### src/cartPkg.sv
package cartPkg;

	// Display and entry code, 0-9 plus a few letters.
	typedef logic [3:0] digitT;

	// Four digitT nibbles, first entered digit in the top nibble.
	typedef logic [15:0] itemCodeT;

	typedef logic [3:0] amountT;
	typedef logic [2:0] unitCountT;
	typedef logic [2:0] typeCountT;
	typedef logic [9:0] priceT;
	typedef logic [15:0] totalT;

	// Active low, bit 0 is segment a.
	typedef logic [6:0] segT;

	typedef enum logic [1:0] {
		modeBlank = 2'b00,
		modeShowTotal = 2'b01,
		modeAdd = 2'b10,
		modeRemove = 2'b11
	} modeT;

	typedef enum logic [2:0] {
		enterDigit3,
		enterDigit2,
		enterDigit1,
		enterDigit0,
		enterAmount,
		readyCommit
	} entryStateT;

	localparam int numItems = 12;

	// Barcodes as BCD nibbles.
	localparam itemCodeT itemCodes [numItems] = '{
		16'h3124, 16'h4132, 16'h4133, 16'h3121, 16'h3133, 16'h3214,
		16'h1111, 16'h2222, 16'h3333, 16'h4444, 16'h1122, 16'h3344
	};

	// Unit prices in kurus.
	localparam priceT itemPrices [numItems] = '{
		10'd250, 10'd50, 10'd75, 10'd200, 10'd100, 10'd995,
		10'd450, 10'd300, 10'd400, 10'd600, 10'd500, 10'd150
	};

	localparam typeCountT maxTypesInCart = 3'd6;
	localparam unitCountT maxUnitsPerType = 3'd4;

	localparam digitT codeA = 4'hA;
	localparam digitT codeBlank = 4'hB;
	localparam digitT codeD = 4'hD;
	localparam digitT codeE = 4'hE;

endpackage

### src/sevenSegDecoder.sv
module sevenSegDecoder (
	input cartPkg::digitT code,
	output cartPkg::segT segments
);
	import cartPkg::*;

	// Patterns read g down to a, zero lights a segment.
	always_comb begin
		case (code)
			4'h0: segments = 7'b1000000;
			4'h1: segments = 7'b1111001;
			4'h2: segments = 7'b0100100;
			4'h3: segments = 7'b0110000;
			4'h4: segments = 7'b0011001;
			4'h5: segments = 7'b0010010;
			4'h6: segments = 7'b0000010;
			4'h7: segments = 7'b1111000;
			4'h8: segments = 7'b0000000;
			4'h9: segments = 7'b0010000;
			codeA: segments = 7'b0001000;
			codeD: segments = 7'b0100001;
			codeE: segments = 7'b0000110;
			default: segments = 7'b1111111;
		endcase
	end

endmodule

### src/keyEntry.sv
module keyEntry (
	input logic clk,
	input logic rstN,
	input logic entryEnable,
	input cartPkg::modeT mode,
	input logic [3:0] buttonsN,
	output logic addStrobe,
	output logic removeStrobe,
	output cartPkg::itemCodeT entryCode,
	output cartPkg::amountT entryAmount,
	output cartPkg::itemCodeT shownDigits,
	output cartPkg::amountT shownAmount
);
	import cartPkg::*;

	entryStateT state;
	itemCodeT workCode;
	amountT workAmount;
	logic pressedLast;
	logic anyPressed;
	logic accept;
	logic clearHeld;
	logic commit;
	digitT keyDigit;

	assign anyPressed = ~&buttonsN;
	assign accept = anyPressed && !pressedLast && entryEnable
		&& (mode == modeAdd || mode == modeRemove);
	assign clearHeld = !buttonsN[2] && !buttonsN[3];
	assign commit = accept && (state == readyCommit);

	// Lowest button number wins.
	assign keyDigit = !buttonsN[0] ? digitT'(4'd4) :
		!buttonsN[1] ? digitT'(4'd3) :
		!buttonsN[2] ? digitT'(4'd2) : digitT'(4'd1);

	always_ff @(posedge clk) begin
		if (!rstN) begin
			state <= enterDigit3;
			pressedLast <= 1'b0;
			addStrobe <= 1'b0;
			removeStrobe <= 1'b0;
			workCode <= {4{codeBlank}};
			workAmount <= '0;
			shownDigits <= {4{codeBlank}};
			shownAmount <= '0;
		end else begin
			pressedLast <= anyPressed;
			addStrobe <= 1'b0;
			removeStrobe <= 1'b0;
			if (accept) begin
				case (state)
					enterDigit3: begin
						workCode[15:12] <= keyDigit;
						shownDigits[15:12] <= keyDigit;
						state <= enterDigit2;
					end
					enterDigit2: begin
						workCode[11:8] <= keyDigit;
						shownDigits[11:8] <= keyDigit;
						state <= enterDigit1;
					end
					enterDigit1: begin
						workCode[7:4] <= keyDigit;
						shownDigits[7:4] <= keyDigit;
						state <= enterDigit0;
					end
					enterDigit0: begin
						workCode[3:0] <= keyDigit;
						shownDigits[3:0] <= keyDigit;
						// Remove takes no amount.
						state <= (mode == modeAdd) ? enterAmount : readyCommit;
					end
					enterAmount: begin
						workAmount <= keyDigit;
						shownAmount <= keyDigit;
						state <= readyCommit;
					end
					default: begin
						addStrobe <= (mode == modeAdd);
						removeStrobe <= (mode == modeRemove);
						workCode <= {4{codeBlank}};
						workAmount <= '0;
						state <= enterDigit3;
					end
				endcase
			end else if (clearHeld) begin
				workCode <= {4{codeBlank}};
				workAmount <= '0;
				shownDigits <= {4{codeBlank}};
				shownAmount <= '0;
				state <= enterDigit3;
			end
		end
	end

	// Held for the strobe cycle and after it.
	always_ff @(posedge clk) begin
		if (commit) begin
			entryCode <= workCode;
			entryAmount <= workAmount;
		end
	end

	// A commit returns to the first digit, so a strobe lasts one cycle.
	assert property (@(posedge clk) disable iff (!rstN)
		(addStrobe || removeStrobe) |=> !(addStrobe || removeStrobe));

endmodule

### src/cartStore.sv
module cartStore (
	input logic clk,
	input logic rstN,
	input logic addStrobe,
	input logic removeStrobe,
	input cartPkg::itemCodeT entryCode,
	input cartPkg::amountT entryAmount,
	output cartPkg::totalT cartTotal,
	output logic opOk
);
	import cartPkg::*;

	unitCountT unitCount [numItems];
	typeCountT typeCount;

	logic hit;
	int hitIdx;
	unitCountT curCount;
	priceT curPrice;
	logic [4:0] sumCount;
	totalT addCost;
	totalT removeCost;
	logic addOk;
	logic removeOk;

	// Catalog lookup.
	always_comb begin
		hit = 1'b0;
		hitIdx = 0;
		for (int i = 0; i < numItems; i++) begin
			if (entryCode == itemCodes[i]) begin
				hit = 1'b1;
				hitIdx = i;
			end
		end
	end

	assign curCount = unitCount[hitIdx];
	assign curPrice = itemPrices[hitIdx];
	assign sumCount = 5'(curCount) + 5'(entryAmount);
	assign addCost = totalT'(entryAmount) * totalT'(curPrice);
	assign removeCost = totalT'(curCount) * totalT'(curPrice);

	// A zero amount would open a type slot with no units, so it is refused.
	assign addOk = hit
		&& (entryAmount != '0)
		&& (typeCount < maxTypesInCart)
		&& (sumCount <= 5'(maxUnitsPerType));

	assign removeOk = hit && (curCount != '0);

	always_ff @(posedge clk) begin
		if (!rstN) begin
			for (int i = 0; i < numItems; i++) begin
				unitCount[i] <= '0;
			end
			typeCount <= '0;
			cartTotal <= '0;
			opOk <= 1'b0;
		end else if (addStrobe) begin
			opOk <= addOk;
			if (addOk) begin
				unitCount[hitIdx] <= unitCountT'(sumCount);
				cartTotal <= cartTotal + addCost;
				if (curCount == '0) begin
					typeCount <= typeCount + 3'd1;
				end
			end
		end else if (removeStrobe) begin
			opOk <= removeOk;
			if (removeOk) begin
				unitCount[hitIdx] <= '0;
				cartTotal <= cartTotal - removeCost;
				typeCount <= typeCount - 3'd1;
			end
		end
	end

	for (genvar g = 0; g < numItems; g++) begin : gUnitLimit
		assert property (@(posedge clk) disable iff (!rstN)
			unitCount[g] <= maxUnitsPerType);
	end

	assert property (@(posedge clk) disable iff (!rstN) typeCount <= maxTypesInCart);

endmodule

### src/cartDisplay.sv
module cartDisplay (
	input cartPkg::modeT mode,
	input cartPkg::itemCodeT shownDigits,
	input cartPkg::amountT shownAmount,
	input cartPkg::totalT cartTotal,
	output cartPkg::digitT [5:0] codes
);
	import cartPkg::*;

	digitT [5:0] dec;
	logic promptOn;

	// Decimal digits of the total, least significant first.
	always_comb begin
		dec[0] = digitT'(cartTotal % 10);
		dec[1] = digitT'((cartTotal / 10) % 10);
		dec[2] = digitT'((cartTotal / 100) % 10);
		dec[3] = digitT'((cartTotal / 1000) % 10);
		dec[4] = digitT'((cartTotal / 10000) % 10);
		dec[5] = digitT'((cartTotal / 100000) % 10);
	end

	// Nothing entered yet since reset or clear.
	assign promptOn = (shownDigits[15:12] == codeBlank);

	always_comb begin
		codes = {6{codeBlank}};
		case (mode)
			modeShowTotal: begin
				codes[0] = dec[0];
				codes[1] = dec[1];
				codes[2] = dec[2];
				// Upper digits stay dark when zero.
				codes[3] = (dec[3] == '0) ? codeBlank : dec[3];
				codes[4] = (dec[4] == '0) ? codeBlank : dec[4];
				codes[5] = (dec[5] == '0) ? codeBlank : dec[5];
			end
			modeAdd: begin
				if (promptOn) begin
					codes[0] = digitT'(4'd0);
					codes[1] = digitT'(4'd0);
					codes[2] = codeA;
				end else begin
					codes[0] = shownAmount;
					codes[2] = shownDigits[3:0];
					codes[3] = shownDigits[7:4];
					codes[4] = shownDigits[11:8];
					codes[5] = shownDigits[15:12];
				end
			end
			modeRemove: begin
				if (promptOn) begin
					codes[0] = codeD;
					codes[1] = codeE;
					codes[2] = digitT'(4'd0);
				end else begin
					codes[1] = shownDigits[3:0];
					codes[2] = shownDigits[7:4];
					codes[3] = shownDigits[11:8];
					codes[4] = shownDigits[15:12];
				end
			end
			default: begin
				codes = {6{codeBlank}};
			end
		endcase
	end

endmodule

### src/shopTerminal.sv
module shopTerminal (
	input logic clk,
	input logic rstN,
	input logic switch0,
	input logic switch8,
	input logic switch9,
	input logic button0,
	input logic button1,
	input logic button2,
	input logic button3,
	output logic led0,
	output logic led1,
	output logic led2,
	output logic led3,
	output logic led4,
	output logic led5,
	output logic led8,
	output logic led9,
	output cartPkg::segT hex0,
	output cartPkg::segT hex1,
	output cartPkg::segT hex2,
	output cartPkg::segT hex3,
	output cartPkg::segT hex4,
	output cartPkg::segT hex5
);
	import cartPkg::*;

	modeT mode;
	logic [3:0] buttonsN;
	logic addStrobe;
	logic removeStrobe;
	itemCodeT entryCode;
	amountT entryAmount;
	itemCodeT shownDigits;
	amountT shownAmount;
	totalT cartTotal;
	logic opOk;
	digitT [5:0] codes;
	segT segs [6];

	assign mode = modeT'({switch9, switch8});
	assign buttonsN = {button3, button2, button1, button0};

	assign led0 = switch0;
	assign led1 = opOk;
	assign {led5, led4, led3, led2} = ~buttonsN;
	assign led8 = switch8;
	assign led9 = switch9;

	keyEntry uKeyEntry (
		.clk(clk), .rstN(rstN), .entryEnable(switch0), .mode(mode), .buttonsN(buttonsN),
		.addStrobe(addStrobe), .removeStrobe(removeStrobe),
		.entryCode(entryCode), .entryAmount(entryAmount),
		.shownDigits(shownDigits), .shownAmount(shownAmount)
	);

	cartStore uCartStore (
		.clk(clk), .rstN(rstN), .addStrobe(addStrobe), .removeStrobe(removeStrobe),
		.entryCode(entryCode), .entryAmount(entryAmount),
		.cartTotal(cartTotal), .opOk(opOk)
	);

	cartDisplay uCartDisplay (
		.mode(mode), .shownDigits(shownDigits), .shownAmount(shownAmount),
		.cartTotal(cartTotal), .codes(codes)
	);

	for (genvar g = 0; g < 6; g++) begin : gHex
		sevenSegDecoder uDecoder (.code(codes[g]), .segments(segs[g]));
	end

	assign hex0 = segs[0];
	assign hex1 = segs[1];
	assign hex2 = segs[2];
	assign hex3 = segs[3];
	assign hex4 = segs[4];
	assign hex5 = segs[5];

endmodule

### config.mk
export PLATFORM = sky130hd
export DESIGN_NAME = shopTerminal
export DESIGN_NICKNAME = d
export VERILOG_FILES = /design/src/cartPkg.sv /design/src/sevenSegDecoder.sv /design/src/keyEntry.sv /design/src/cartStore.sv /design/src/cartDisplay.sv /design/src/shopTerminal.sv
export SDC_FILE = /design/constraint.sdc
export NUM_CORES = 1
export LEC_CHECK = 0
export BUFFER_PORTS_ARGS = -buffer_cell sky130_fd_sc_hd__buf_2
export CAP_MARGIN = 20
export CORE_AREA = 2 2 213 215
export CTS_CLUSTER_SIZE = 30
export DETAILED_ROUTE_END_ITERATION = 8
export DIE_AREA = 0 0 215 217
export PLACE_DENSITY_LB_ADDON = 0.12
export SKIP_CTS_REPAIR_TIMING = 1
export SLEW_MARGIN = 20
export SYNTH_ARGS = -nofsm -noshare
export SYNTH_HDL_FRONTEND = slang
export SYNTH_HIERARCHICAL = 1
export SYNTH_SLANG_ARGS = --single-unit
### constraint.sdc
create_clock -name clk -period 18.6 [get_ports clk]
set_input_delay 4.65 -clock clk [delete_from_list [all_inputs] [get_ports clk]]
set_output_delay 4.65 -clock clk [all_outputs]
set_load 0.1 [all_outputs]
Word level (Yosys, flattened, before mapping)
Memory sizes are Yosys's and may differ from the RTL's.
Index checks and enable logic that the tools add are counted.

word-level totals
  input bits = 9
  register bits after elaboration = 86
  memory bits (read-only) = 832
  RAM bits = 36
  memories = 8
  output and inout port bits = 50

operators by class
  multiplexer cells = 85
  reductions and logical operators = 44
  add/sub/neg operators = 5
  $mul = 2
  div/mod/pow operators = 11
  order comparisons = 3
  equality and inequality tests = 33
  bitwise logic cells = 5

memories
  memory            depth  width  rd ports  clocked after Yosys merged registers in  write ports  RTL line              RTL
  (name not given)  16     10     1         0                                        0            cartStore.sv:39       assign curPrice = itemPrices[hitIdx];
  (name not given)  16     7      1         0                                        0            sevenSegDecoder.sv:9  case (code)
  (name not given)  16     7      1         0                                        0            sevenSegDecoder.sv:9
  (name not given)  16     7      1         0                                        0            sevenSegDecoder.sv:9
  (name not given)  16     7      1         0                                        0            sevenSegDecoder.sv:9
  (name not given)  16     7      1         0                                        0            sevenSegDecoder.sv:9
  2 more memories   n/a    n/a    n/a       n/a                                      n/a          n/a

operators by type and width
  operator                                                                              count
  32-bit by 4-bit modulo with 32-bit output, second input constant                      5
  16-bit by 14-bit equality test with 1-bit output, second input constant               7
  16-bit 2-to-1 mux                                                                     7
  4-bit 2-to-1 mux                                                                      21
  20-bit one-hot mux with 3 select lines                                                1
  16-bit by 15-bit equality test with 1-bit output, second input constant               3
  4-bit one-hot mux with 2 select lines                                                 6
  3-bit 2-to-1 mux                                                                      14
  16-bit by 10-bit divider with 32-bit output, second input constant                    1
  16-bit by 14-bit divider with 32-bit output, second input constant                    1
  16-bit by 17-bit divider with 32-bit output, second input constant                    1
  16-bit by 4-bit divider with 32-bit output, second input constant                     1
  16-bit by 7-bit divider with 32-bit output, second input constant                     1
  16-bit by 13-bit equality test with 1-bit output, second input constant               2
  32-bit by 5-bit greater-or-equal comparator with 1-bit output, second input constant  1
  16-bit by 4-bit modulo with 32-bit output, second input constant                      1
  4-bit NOT with 32-bit output                                                          1
  1-bit 2-to-1 mux                                                                      27
  10-bit 2-to-1 mux                                                                     2
  2-bit != test, second input constant                                                  10
  2-bit AND reduction                                                                   10
  4-bit OR reduction                                                                    5
  16-bit by 14-bit adder with 16-bit output                                             1
  8-bit 2-to-1 mux                                                                      2
  other kinds (33)                                                                      57

Logic depth before layout (Yosys ltp)
  word-level depth = 23
  depth in mapped cells = 49
  gate-level depth less buffers = 43

Cells and area by module
The synthesis kept the hierarchy.

by module, submodules not included
  module                                  seq. area each (um^2)  area an instance (um^2)  cells each  times used
  cartDisplay                             0.0                    11,330.9                 1,734       1
  cartStore                               1,481.4                6,794.0                  829         1
  keyEntry                                1,451.4                2,421.1                  219         1
  sevenSegDecoder (gHex[0].uDecoder ...)  0.0                    237.7                    34          5
  sevenSegDecoder (gHex[2].uDecoder)      0.0                    245.2                    34          1
  shopTerminal                            0.0                    37.5                     7           1

Worst setup path before layout
Ideal clock, no wire load.

  kind = reg-to-output
  from = register uCartStore.cartTotal[13]
  to = output hex0[5]
  stages on the path, launching flop included = 42
  slack = 2.372 ns
  arrival time = 11.578 ns
  cells stage by stage = dfxtp_1 -> nor2_2 -> inv_1 -> ha_1 -> nand2b_1 -> o21a_1 -> or4_4 -> o2111ai_2 -> o221ai_2 -> or4_4 -> and4_1 -> buf_6 -> nand4_2 -> o21ai_1 -> o311a_1 -> o211a_1 -> and4_4 -> buf_6 -> [6 not listed] -> o41ai_4 -> and3_1 -> buf_4 -> or4b_4 -> a21oi_4 -> o211ai_1 -> o22a_1 -> a2111o_1 -> nor2_1 -> nor4b_2 -> o21ai_1 -> or4_1 -> buf_2 -> xnor2_1 -> o21ai_0 -> inv_1 -> ha_1 -> o311ai_1

RTL lines
  what                    RTL line            RTL
  start, declared         cartStore.sv:8      output cartPkg::totalT cartTotal,
  start signal, assigned  cartStore.sv:64     cartTotal <= cartTotal + addCost;
  start signal, assigned  cartStore.sv:73     cartTotal <= cartTotal - removeCost;
  end, declared           shopTerminal.sv:19  output cartPkg::segT hex0,

==> impl_metrics.yaml <==
power_and_ir_drop:
  combinationalPowerShare_pct: 29.4
  vdd_drop_max_v: 0.000133
  leakage_nw: 9.04
  switch_share_pct: 38.7
  clock_power_share_pct: 37.4
  seq_power_share_pct: 33.2
  totalPowerFinal_mw: 0.841
  power.net_switching_mw: 0.326
  pwr_density_cell_mw_per_mm2: 36.7
  internal_power_mw: 0.516
grt:
  grt_antenna_before_repair: 0
  grt_first_pass_wirelength_um: 116000
  grtUsageTotal_pct: 29.9
  grt_pass1_vias: 21792
  grt_overflow: 0
  grt_max_degree: 50
detailed_routing:
  drt_first_iter_violations: 2110
  total_number_of_vias: 23227
  ant_nets: 0
  wl_per_cell_um: 20.4
  drc_violations_left: 0
  drt_first_pass_iters: 5
  drt-total-wl_um: 72100
  via_per_inst: 6.58
floorplanning:
  num_rows: 78
  die-width_um: 215
  core_region_area_mm2: 0.0447
  overall_die_height_um: 217
  io_pins: 59
  start_util_pct: 49.3
  die_area_mm2: 0.0467
clock_tree:
  cts_clock_pin_slew_for_the_worst_setup_and_hold_paths_ns: 0.06
  clk_latency_worst_skew_pair_ns: 0.43
  clk_path_buf_depth: 2
  cts_tree: "yes"
  ctsHtreeMaxLevel: 4
  clk_root_buffer_cell: "clkbuf_16"
  tritoncts.num_buffers: 17
  clkSinkCount: 119
worst_setup_path:
  cp_data_arrival_time_ns: 12.94
  timing_worst_setup_path_type: "flop to output pin"
  crit_fanout: 49
  slowest_delay_ns: 0.72
  critPathSlowestCell: "o41ai_2"
  setup.worst_path.start_class: "flop"
  worst-endpoint-required_ns: 13.95
  endpoint_kind: "output pin"
synthesis:
  area_contributors_post_synth: "edfxtp_1, dfxtp_1, ha_1, nor2_1, nand2_1"
  synthesis.yosys.warnings: 6
  post_synth_num_cell_types: 150
  dominantRegCellSynth: "dfxtp_1"
  synth_top_cell_by_area: "edfxtp_1"
  post_synth_edffs: 55
  async_reset_ff_share_pct: 0
  synthesis.instances: 2993
  synth_top_area_share_pct: 7.50
  synth.yosys.seq_area_share_pct: 13.3
  ys_ff_latch: 119
  synth_area_per_cell_um2: 7.36
  netlist_area_mm2: 0.0220
layout:
  multi_input_combinational_cell_area_mm2: 0.0174
  fin_nets: 3071
  fillers: 4554
  diodes: 0
  layout_commonest_cell: "nor2_1"
  mostFrequentLayoutCells: "nor2_1, nand2_1, inv_1"
  areaGrowthSynthToFinish_pct: 4.21
  drive_above_1_share_pct: 10.6
  area.sequential_mm2: 0.00293
placed_design:
  dp.final_hpwl_um: 54500
  numPortBuffers: 58
  place.gp.congestion: 0.957
outcome:
  status: "finished clean"
run:
  number_of_maximum_capacitance_violations: 0
timing:
  setup_viol_count_final: 0
  finClkSkew_ns: 0.0147
  final-max-slew-violation-count: 0
  fin_tns_setup_ns: 0
  period_share_pct: 94.6
  timing_worst_slew_pin_value_ns: 1.16
  rsz0062_at_grt: "no"
  hold_violations: 0
  max-slew-margin-rel_pct: 21.8
  min_period_ns: 17.59
  fmaxAchievable_ghz: 0.0568
min_path:
  hp-class: "flop to flop"
## metrics by stage
| step | setup WS, ns | std cells | instance area [um2] | hold WS [ns] | utilization, % |
|---|---|---|---|---|---|
| detailed placement | 1.31 | 3496 | 22400 | 0.418 | 50.0 |
| global placement | 1.78 | 3496 | 22400 | 0.417 | 50.0 |
| CTS | 0.783 | 3528 | 22900 | 0.431 | 51.3 |
| floorplan | 2.37 | 2994 | 22000 | 0.408 | - |
| global route | 0.107 | 3529 | 22900 | 0.449 | 51.3 |
| finish | 1.01 | 3529 | 22900 | 0.433 | 51.3 |
## power groups by stage
stage               logic [mW]  clock network (mW)  registers [mW]
global route             0.263               0.332           0.280
detailed placement       0.245                   0           0.285
floorplan                0.206                   0           0.283
global placement         0.243                   0           0.285
CTS                      0.246               0.320           0.279
finish                   0.247               0.315           0.279
## critical path: cells and delay by family (launching register included)
family	cells	cell delay, ns
AO/OA/AOI/OAI	19	5.47
adder cells (fa/ha/maj)	2	0.71
buffers and inverters	4	1.23
flip-flops	1	0.31
AND/OR/NAND/NOR	14	4.74
## Yosys cell counts (all sizes together), types with 25 or more instances
library cell  number
a21oi            188
fa                46
a211oi            52
nor2b             26
nor3             100
clkbuf            99
inv              189
nand2b            31
dfxtp             64
o31ai             33
nor2             298
nand4             51
and2              80
or3               32
edfxtp            55
a31oi             48
and3              25
nand2            272
ha               100
o211ai            44
nand3             97
o21ai            202
nor4              43
mux2i             29
o21a              36
a21o              29
o22ai             32
buf               90
xnor2            103
## logic make-up (layout without fill, tap and decap cells)
family	Yosys count	count (layout)	share of synthesized area (%)
other	1	2	0.0170
DFF	119	119	13.3
muxes	53	53	2.60
xor gates and xnor gates	125	125	5.07
buffers and inverters	381	315	7.66
AOI/OAI and AO/OA	966	966	32.3
adders and majority gates	170	170	11.0
and+or+nand+nor	1178	1179	28.1
## per-layer routing
layer  global-route usage [%]  vias to the layer above  routed length [um]
li1                         -                    11052                   -
met1                     39.9                    11141               32000
met2                     50.8                      888               33800
met3                     2.60                      146                4040
met4                     10.1                        0                2230
met5                        0                        -                   0
## layout make-up
type                       count  area share, %
inverter                     192           3.14
tap                          600           3.27
timing repair buffer          91           2.41
sequential                   119           12.8
clock inverter                13          0.464
clock buffer                  19           1.98
multi-input combinational   2495           75.9
## path summary, 6_finish.rpt
check	startpoint	depth (start not counted)	slack [ns]	end
max	uCartStore/cartTotal[15]$_SDFFE_PN0P_	39	1.01	hex1[6]
min	uKeyEntry/workCode[4]$_SDFFE_PN1P_	0	0.43	uKeyEntry/entryCode[4]$_DFFE_PP_
max reg2reg	uKeyEntry/entryCode[6]$_DFFE_PP_	23	10.38	uCartStore/cartTotal[14]$_SDFFE_PN0P_
min reg2reg	uKeyEntry/workCode[4]$_SDFFE_PN1P_	0	0.43	uKeyEntry/entryCode[4]$_DFFE_PP_
## registers in the layout (all words and copies together), names as in the netlist, 16 cells and up
register               flops
uCartStore/cartTotal      16
uKeyEntry/workCode        16
uCartStore/unitCount      36
uKeyEntry/entryCode       16
uKeyEntry/shownDigits     16
Note: power is estimated with default switching activity, not from simulation.
